## config.mk

```make
export PLATFORM = sky130hd
export DESIGN_NAME = histogramTop
export DESIGN_NICKNAME = d
export VERILOG_FILES = /design/src/design/sifhPkg.sv /design/src/design/sampleSequencer.sv /design/src/design/binMapper.sv /design/src/design/binCounterRam.sv /design/src/design/peakTracker.sv /design/src/design/histogramTop.sv
export SDC_FILE = /design/constraint.sdc
export NUM_CORES = 1
export LEC_CHECK = 0
export BUFFER_PORTS_ARGS = -buffer_cell sky130_fd_sc_hd__buf_2
export CAP_MARGIN = 20
export CELL_PAD_IN_SITES_DETAIL_PLACEMENT = 0
export CELL_PAD_IN_SITES_GLOBAL_PLACEMENT = 2
export CORE_MARGIN = 3
export CORE_UTILIZATION = 42
export CTS_CLUSTER_DIAMETER = 100
export DETAILED_ROUTE_END_ITERATION = 16
export PLACE_DENSITY = 0.87
export SYNTH_ARGS = -nofsm -noshare
export SYNTH_HDL_FRONTEND = slang
export SYNTH_HIERARCHICAL = 1
export SYNTH_SLANG_ARGS = --single-unit
```

## constraint.sdc

```tcl
create_clock -name clk -period 4.87 [get_ports clk]
set_clock_uncertainty 0.2 [all_clocks]
set_input_delay 0.7305 -clock clk [delete_from_list [all_inputs] [get_ports clk]]
set_output_delay 0.7305 -clock clk [all_outputs]
set_load 0.05 [all_outputs]
```

## src/design/sifhPkg.sv

```systemverilog
package sifhPkg;

    localparam int NP        = 12;  // sample width
    localparam int NB        = 4;   // bin address width
    localparam int PIXEL_NUM = 4;
    localparam int DATA_NUM  = 8;   // samples per pixel per acquisition
    localparam int ACQ_NUM   = 2;   // acquisitions per pass
    localparam int COUNT_W   = 5;   // holds ACQ_NUM*DATA_NUM
    localparam int PIXEL_W   = 2;
    localparam int BIN_TOTAL = PIXEL_NUM * (2 ** NB);
    localparam int DATA_W    = $clog2(DATA_NUM);
    localparam int ACQ_W     = (ACQ_NUM > 1) ? $clog2(ACQ_NUM) : 1;
    localparam int FINE_SHIFT = NP - NB;  // coarse bin width in LSB bits

    typedef logic [NP-1:0]          sampleT;
    typedef logic [NB-1:0]          binT;
    typedef logic [PIXEL_W-1:0]     pixelT;
    typedef logic [COUNT_W-1:0]     countT;
    typedef logic [PIXEL_W+NB-1:0]  memAddrT;  // {pixel, bin}

    // fine window starts at middle of coarse bin minus half a window
    localparam sampleT WIN_OFFSET = sampleT'(2 ** (FINE_SHIFT - 1) - 2 ** (NB - 1));
    localparam sampleT WIN_SIZE   = sampleT'(2 ** NB);

    typedef enum logic {COARSE, FINE} phaseT;
    typedef enum logic {TRACK, READOUT} trackStateT;

    typedef struct packed {
        pixelT  pixel;
        phaseT  phase;
        logic   lastOfPhase;
        sampleT sample;
    } sampleInfoT;

    typedef struct packed {
        pixelT pixel;
        binT   bin;
        phaseT phase;
        logic  lastOfPhase;
        logic  inWindow;
    } binReqT;

    typedef struct packed {
        pixelT pixel;
        binT   bin;
        countT count;
        phaseT phase;
        logic  lastOfPhase;
        logic  counted;  // bin was incremented
    } binCountT;

    typedef struct packed {
        pixelT pixel;
        binT   coarseBin;
        binT   fineBin;
        countT fineCount;
    } peakResultT;

endpackage

```

## src/design/sampleSequencer.sv

```systemverilog
`timescale 1ns/1ps

module sampleSequencer (
    input  logic                clk,
    input  logic                combin_res,
    input  logic                sampleValid,
    input  sifhPkg::sampleT     sample,
    input  logic                phaseDone,
    output logic                busy,
    output sifhPkg::sampleInfoT sampleInfo,
    output logic                accept
);

    logic [sifhPkg::DATA_W-1:0] dataCnt;   // sample within pixel
    sifhPkg::pixelT             pixelCnt;
    logic [sifhPkg::ACQ_W-1:0]  acqCnt;
    sifhPkg::phaseT             phase;

    logic dataLast;
    logic pixelLast;
    logic acqLast;
    logic lastOfPhase;

    assign accept = sampleValid && !busy;  // strobes during busy are lost

    assign dataLast    = (dataCnt == (sifhPkg::DATA_W)'(sifhPkg::DATA_NUM - 1));
    assign pixelLast   = (pixelCnt == sifhPkg::pixelT'(sifhPkg::PIXEL_NUM - 1));
    assign acqLast     = (acqCnt == (sifhPkg::ACQ_W)'(sifhPkg::ACQ_NUM - 1));
    assign lastOfPhase = dataLast && pixelLast && acqLast;

    always_comb begin
        sampleInfo.pixel       = pixelCnt;
        sampleInfo.phase       = phase;
        sampleInfo.lastOfPhase = lastOfPhase;
        sampleInfo.sample      = sample;
    end

    always_ff @(posedge clk or negedge combin_res) begin
        if (!combin_res) begin
            dataCnt  <= '0;
            pixelCnt <= '0;
            acqCnt   <= '0;
            phase    <= sifhPkg::COARSE;
            busy     <= 1'b0;
        end else if (phaseDone) begin
            // tracker finished the pass, swap histogram type
            busy     <= 1'b0;
            phase    <= (phase == sifhPkg::COARSE) ? sifhPkg::FINE : sifhPkg::COARSE;
            dataCnt  <= '0;
            pixelCnt <= '0;
            acqCnt   <= '0;
        end else if (accept) begin
            if (lastOfPhase) begin
                busy <= 1'b1;  // hold off input until tracker is done
            end
            if (dataLast) begin
                dataCnt <= '0;
                if (pixelLast) begin
                    pixelCnt <= '0;
                    if (acqLast) begin
                        acqCnt <= '0;
                    end else begin
                        acqCnt <= acqCnt + 1'b1;
                    end
                end else begin
                    pixelCnt <= pixelCnt + 1'b1;
                end
            end else begin
                dataCnt <= dataCnt + 1'b1;
            end
        end
    end

endmodule

```

## src/design/binMapper.sv

```systemverilog
`timescale 1ns/1ps

module binMapper (
    input  sifhPkg::sampleInfoT                   sampleInfo,
    input  sifhPkg::binT [sifhPkg::PIXEL_NUM-1:0] coarsePeaks,
    output sifhPkg::binReqT                       binReq
);

    sifhPkg::binT    peakBin;
    sifhPkg::sampleT lowerBound;
    sifhPkg::sampleT upperBound;  // exclusive
    sifhPkg::sampleT offset;

    // window position from this pixel's coarse peak
    always_comb begin
        peakBin    = coarsePeaks[sampleInfo.pixel];
        lowerBound = {peakBin, {sifhPkg::FINE_SHIFT{1'b0}}} + sifhPkg::WIN_OFFSET;
        upperBound = lowerBound + sifhPkg::WIN_SIZE;
        offset     = sampleInfo.sample - lowerBound;
    end

    always_comb begin
        binReq.pixel       = sampleInfo.pixel;
        binReq.phase       = sampleInfo.phase;
        binReq.lastOfPhase = sampleInfo.lastOfPhase;
        if (sampleInfo.phase == sifhPkg::COARSE) begin
            binReq.bin      = sampleInfo.sample[sifhPkg::NP-1 -: sifhPkg::NB];  // top bits
            binReq.inWindow = 1'b1;
        end else begin
            binReq.bin      = offset[sifhPkg::NB-1:0];  // one LSB per bin
            binReq.inWindow = (sampleInfo.sample >= lowerBound) &&
                              (sampleInfo.sample < upperBound);
        end
    end

endmodule

```

## src/design/binCounterRam.sv

```systemverilog
`timescale 1ns/1ps

module binCounterRam (
    input  logic              clk,
    input  logic              combin_res,
    input  logic              accept,
    input  sifhPkg::binReqT   binReq,
    output sifhPkg::binCountT binCount,
    output logic              countValid
);

    sifhPkg::countT                countMem [sifhPkg::BIN_TOTAL];
    logic [sifhPkg::BIN_TOTAL-1:0] binValid;  // bin holds a count from this pass

    sifhPkg::memAddrT addr;
    sifhPkg::countT   newCount;
    logic             doWrite;

    assign addr    = {binReq.pixel, binReq.bin};
    assign doWrite = accept && binReq.inWindow;

    // stale counts are ignored, first hit of a pass stores one
    assign newCount = binValid[addr] ? sifhPkg::countT'(countMem[addr] + 1'b1)
                                     : sifhPkg::countT'(1);

    always_ff @(posedge clk) begin
        if (doWrite) begin
            countMem[addr] <= newCount;
        end
    end

    always_ff @(posedge clk or negedge combin_res) begin
        if (!combin_res) begin
            binValid <= '0;
        end else if (accept) begin
            if (binReq.inWindow) begin
                binValid[addr] <= 1'b1;
            end
            if (binReq.lastOfPhase) begin
                binValid <= '0;  // whole histogram empty for next pass
            end
        end
    end

    always_ff @(posedge clk or negedge combin_res) begin
        if (!combin_res) begin
            countValid <= 1'b0;
        end else begin
            countValid <= accept;
        end
    end

    always_ff @(posedge clk) begin
        if (accept) begin
            binCount.pixel       <= binReq.pixel;
            binCount.bin         <= binReq.bin;
            binCount.count       <= binReq.inWindow ? newCount : '0;
            binCount.phase       <= binReq.phase;
            binCount.lastOfPhase <= binReq.lastOfPhase;
            binCount.counted     <= binReq.inWindow;
        end
    end

endmodule

```

## src/design/peakTracker.sv

```systemverilog
`timescale 1ns/1ps

module peakTracker (
    input  logic                                  clk,
    input  logic                                  combin_res,
    input  logic                                  countValid,
    input  sifhPkg::binCountT                     binCount,
    output sifhPkg::binT [sifhPkg::PIXEL_NUM-1:0] coarsePeaks,
    output logic                                  phaseDone,
    output logic                                  resultValid,
    output sifhPkg::peakResultT                   result
);

    sifhPkg::countT      maxCount [sifhPkg::PIXEL_NUM];
    sifhPkg::binT        maxBin   [sifhPkg::PIXEL_NUM];
    sifhPkg::countT      updCount [sifhPkg::PIXEL_NUM];  // maxima incl. this entry
    sifhPkg::binT        updBin   [sifhPkg::PIXEL_NUM];
    sifhPkg::trackStateT state;
    sifhPkg::pixelT      readPixel;
    logic                isNewMax;
    logic                passEnd;

    // strict compare, so on ties the earlier bin is kept
    always_comb begin
        isNewMax = countValid && binCount.counted &&
                   (binCount.count > maxCount[binCount.pixel]);
        for (int p = 0; p < sifhPkg::PIXEL_NUM; p++) begin
            updCount[p] = maxCount[p];
            updBin[p]   = maxBin[p];
        end
        if (isNewMax) begin
            updCount[binCount.pixel] = binCount.count;
            updBin[binCount.pixel]   = binCount.bin;
        end
    end

    assign passEnd = countValid && binCount.lastOfPhase;

    always_ff @(posedge clk or negedge combin_res) begin
        if (!combin_res) begin
            for (int p = 0; p < sifhPkg::PIXEL_NUM; p++) begin
                maxCount[p]    <= '0;
                maxBin[p]      <= '0;
                coarsePeaks[p] <= '0;
            end
            state       <= sifhPkg::TRACK;
            readPixel   <= '0;
            phaseDone   <= 1'b0;
            resultValid <= 1'b0;
        end else begin
            phaseDone   <= 1'b0;
            resultValid <= 1'b0;
            case (state)
                sifhPkg::TRACK: begin
                    for (int p = 0; p < sifhPkg::PIXEL_NUM; p++) begin
                        maxCount[p] <= updCount[p];
                        maxBin[p]   <= updBin[p];
                    end
                    if (passEnd && binCount.phase == sifhPkg::COARSE) begin
                        for (int p = 0; p < sifhPkg::PIXEL_NUM; p++) begin
                            coarsePeaks[p] <= updBin[p];  // window centres for fine pass
                            maxCount[p]    <= '0;
                            maxBin[p]      <= '0;
                        end
                        phaseDone <= 1'b1;
                    end else if (passEnd) begin
                        state     <= sifhPkg::READOUT;
                        readPixel <= '0;
                    end
                end
                sifhPkg::READOUT: begin
                    resultValid <= 1'b1;
                    readPixel   <= readPixel + 1'b1;
                    if (readPixel == sifhPkg::pixelT'(sifhPkg::PIXEL_NUM - 1)) begin
                        for (int p = 0; p < sifhPkg::PIXEL_NUM; p++) begin
                            maxCount[p] <= '0;
                            maxBin[p]   <= '0;
                        end
                        readPixel <= '0;
                        phaseDone <= 1'b1;
                        state     <= sifhPkg::TRACK;
                    end
                end
                default: state <= sifhPkg::TRACK;
            endcase
        end
    end

    // record for the pixel being read out, empty pixel gives bin 0 count 0
    always_ff @(posedge clk) begin
        if (state == sifhPkg::READOUT) begin
            result.pixel     <= readPixel;
            result.coarseBin <= coarsePeaks[readPixel];
            result.fineBin   <= maxBin[readPixel];
            result.fineCount <= maxCount[readPixel];
        end
    end

endmodule

```

## src/design/histogramTop.sv

```systemverilog
`timescale 1ns/1ps

module histogramTop (
    input  logic                clk,
    input  logic                combin_res,
    input  logic                sampleValid,
    input  sifhPkg::sampleT     sample,
    output logic                busy,
    output logic                resultValid,
    output sifhPkg::peakResultT result
);

    sifhPkg::sampleInfoT                   sampleInfo;
    sifhPkg::binReqT                       binReq;
    sifhPkg::binCountT                     binCount;
    sifhPkg::binT [sifhPkg::PIXEL_NUM-1:0] coarsePeaks;  // per-pixel fine window centre
    logic                                  accept;
    logic                                  countValid;
    logic                                  phaseDone;

    sampleSequencer sampleSequencer0 (
        .clk         (clk),
        .combin_res  (combin_res),
        .sampleValid (sampleValid),
        .sample      (sample),
        .phaseDone   (phaseDone),
        .busy        (busy),
        .sampleInfo  (sampleInfo),
        .accept      (accept)
    );

    binMapper binMapper0 (
        .sampleInfo  (sampleInfo),
        .coarsePeaks (coarsePeaks),
        .binReq      (binReq)
    );

    binCounterRam binCounterRam0 (
        .clk         (clk),
        .combin_res  (combin_res),
        .accept      (accept),
        .binReq      (binReq),
        .binCount    (binCount),
        .countValid  (countValid)
    );

    peakTracker peakTracker0 (
        .clk         (clk),
        .combin_res  (combin_res),
        .countValid  (countValid),
        .binCount    (binCount),
        .coarsePeaks (coarsePeaks),
        .phaseDone   (phaseDone),
        .resultValid (resultValid),
        .result      (result)
    );

endmodule

```

==> metrics.txt <==
Slowest Stage Delay on Critical Path between 0.6 and 0.7 ns; multi-input combinational cell area around 6100 sq um; wire per inst 25.7 microns; share of async-settable or async-resettable flops after synthesis approximately 27%; final hold violation count 0; synth top area cells edfxtp_1 51%, dfrtp_1 16%, mux4_2 4.8%, o21a_1 2.4%, nor2_1 2.0%; clock buffers created by TritonCTS 48; Synthesized Nets 1412; timing-limited maximum frequency 221 MHz; Slew HR 31.8%; Critical Path End Type flip-flop; floorplan die area ~52000 sq um; wire length of the first global-routing pass 83200 microns; part of the Yosys area used for sequential elements around two thirds; Fill cells 4083; layout cell share with drive strength beyond 1 22.5%; Setup Fix Bufs, Post-CTS 0; storage element area approximately 14000 sq um; family with the most delay on the worst path multiplexers; # nets final 1524; clock tree from TritonCTS done; Worst path slowest cell dfrtp_1; most instantiated cells after synthesis 349 x edfxtp_1, 130 x dfrtp_1, 111 x nor2_1, 83 x nand2_1, 65 x o21a_1; total of endpoints with negative setup slack in the final report 0; Synth Instances between 1000 and 1500; I/O pins 32; global-route usage over all layers 21.7%; flops & latches, synth approximately 480; Arrival @ worst endpoint ~4.6 ns; outcome completed; Power, Total 14.4 mW; GRT Residual Overflow 0; power density over the cells between 600 and 700 nW/um^2; Core Footprint 48000 sq um; number of diodes added for antenna fixing 0; unrepaired setup endpoints after global routing false; clk buf depth 3; Rows 80; max-cap check violation count 0; Die Y between 200 and 250 microns; largest driver fanout on the critical path 64; Vias/cell 6.02; sinks on the clock net 479; Critical path buffers and inverters 2; maximum level of the CTS H-tree 2; clk slew on worst S/H paths roughly 0.07 ns; effective utilization at floorplan 42.7%; violation count after the first detailed-routing iteration between 1500 and 2000; number of distinct library cell variants in the gate-level netlist after synthesis 92; cell type contributing the most total cell area after synthesis edfxtp_1; via count of the routed design 12930; final clock period utilization by the worst path 92.8%; transition time at the pin with the least slew margin 1.02 ns; antenna violations before repair 1; list of cells traversed by the critical path mux2_8 -> buf_4 -> mux4_2 -> nand2_1 -> a31oi_1 -> a31oi_1 -> nand4b_1 -> nand2_2 -> buf_4; Post-Syn Area per Cell 14.8 sq um; required time worst endpoint ~4.9 ns; number of hold-repair buffers added at the cts stage 0; buffer cell driving the clock tree root clkbuf_16; most repeated cell in the gate-level netlist after synthesis edfxtp_1; width of the die 227 microns; share of Yosys cell area claimed by the top area cell type between 50% and 60%; final wirelength 55100 microns; classification of the worst setup path flip-flop to flip-flop; number of enable flip-flop cells after synthesis 349; Post-route DRC 0; max-slew violation count 0; layout overhead on the synthesized area 14.2%; clock latency on the worst-skew pair 0.59 ns; LEAKAGE 8.57 nW; Antenna Violating Nets Remaining 0; number of global-route vias before repair 12978; Warnings, synthesis 6; CTS-repair resized insts 0; pin count of the biggest net entering global routing 92; Initial DRT Pass Iterations 5; type of element launching the critical path flip-flop; DP Wirelength roughly 37000 microns; classification of the worst-slack hold path input port to asynchronous set/reset pin; leading register cell type out of synthesis edfxtp_1; IO Port Bufs 31; Final Critical Period 4.52 ns; VDD IR max approximately 470 uV; Netlist Area Pre-Place 20500 sq um; GP Congestion just over 0.9; final sum of negative setup slack 0 ns
-- registers in the layout, indices dropped and copies added (netlist names) --
name / count
binCounterRam0/binCount: 14
sampleSequencer0/pixelCnt: 2
peakTracker0/phaseDone: 1
binCounterRam0/countValid: 1
sampleSequencer0/acqCnt: 1
peakTracker0/result: 15
peakTracker0/maxCount: 20
sampleSequencer0/dataCnt: 3
binCounterRam0/countMem: 320
binCounterRam0/binValid: 64
peakTracker0/state: 1
peakTracker0/coarsePeaks: 16
peakTracker0/resultValid: 1
peakTracker0/maxBin: 16
peakTracker0/readPixel: 2
sampleSequencer0/phase: 1
sampleSequencer0/busy: 1
-- cell families after synthesis --
| family | count (synthesis) | share of synthesized area, % |
|---|---|---|
| AO/OA/AOI/OAI | 328 | 11.9 |
| adder cells (fa/ha/maj) | 14 | 0.853 |
| multiplexers | 118 | 8.93 |
| flip-flops | 479 | 66.9 |
| AND/OR/NAND/NOR | 309 | 7.71 |
| XOR/XNOR | 4 | 0.171 |
| buffers and inverters | 131 | 3.58 |
-- per-layer routing --
layer | vias up | track usage (%) | routed length (microns)
met1 | 6589 | 29.7 | 22700
met5 | - | 0 | 13
met3 | 136 | 4.22 | 4380
met4 | 2 | 8.28 | 2080
met2 | 595 | 34.5 | 26000
li1 | 5608 | - | -
-- final cells by class --
type,instances,area share (%)
clock inverters,24,0.785
flip-flops and latches,479,58.6
inverters,23,0.368
multi-input cells,773,26.1
well taps,615,3.28
repair buffers,170,5.51
clock buffers,63,5.41
-- stage by stage --
stage / hold WS (ns) / util (%) / worst slack, ns / cells / instance area [sq um]
final: 0.0213 / 48.8 / 0.351 / 2147 / 23400
after global routing: 0.117 / 48.8 / 0.224 / 2147 / 23400
after CTS: 0.0871 / 48.8 / 0.512 / 2147 / 23400
after detailed placement: 0.275 / 45.8 / 0.417 / 2060 / 22000
after global placement: 0.269 / 45.8 / 0.430 / 2060 / 22000
after floorplan: 0.235 / - / 0.00507 / 1383 / 20500
-- path summary, 6_finish.rpt --
kind	start	endpoint	slack, ns	cells after the start
worst min-delay path	combin_res	peakTracker0/maxCount[13]$_DFFE_PN0P_	0.02	1
min in group clk	sampleValid	sampleSequencer0/busy$_DFFE_PN0P_	0.27	3
worst max register to register	sampleSequencer0/phase$_DFFE_PN0P_	binCounterRam0/countMem[57][0]$_DFFE_PP_	0.35	9
worst max-delay path	sampleSequencer0/phase$_DFFE_PN0P_	binCounterRam0/countMem[57][0]$_DFFE_PP_	0.35	9
worst min register to register	binCounterRam0/binValid[16]$_DFFE_PN0P_	binCounterRam0/binValid[16]$_DFFE_PN0P_	0.29	1
max in group asynchronous	combin_res	binCounterRam0/binValid[46]$_DFFE_PN0P_	3.35	2
-- cells in the final DEF (no fill, tap or decap), types with 7 or more instances in the layout --
cell and n:
mux2_2 27, mux4_2 44, o211ai_1 23, a221oi_1 12, o21ai_0 38, o22ai_1 15, nor2b_1 11, dfrtp_1 130
o21a_1 65, inv_1 23, mux2i_1 40, a32o_1 12, a21oi_1 28, a22oi_1 32, buf_2 30, clkinv_1 12
and3_1 7, nand3_1 7, nor2_1 111, buf_4 132, a221o_1 10, clkbuf_1 14, clkbuf_16 48, ha_1 14
nand2_1 81, edfxtp_1 349, nand2b_1 16, nand4_1 7, a31oi_1 24, buf_12 7, a211oi_1 7
-- report_power, final --
group          total, mW  leakage [nW]  switching, mW  internal [mW]
combinational       4.69          2.96           3.07           1.61
clock               3.49         0.702           1.55           1.94
sequential          6.21          4.91          0.381           5.82
(Power assumes the default switching activity.)
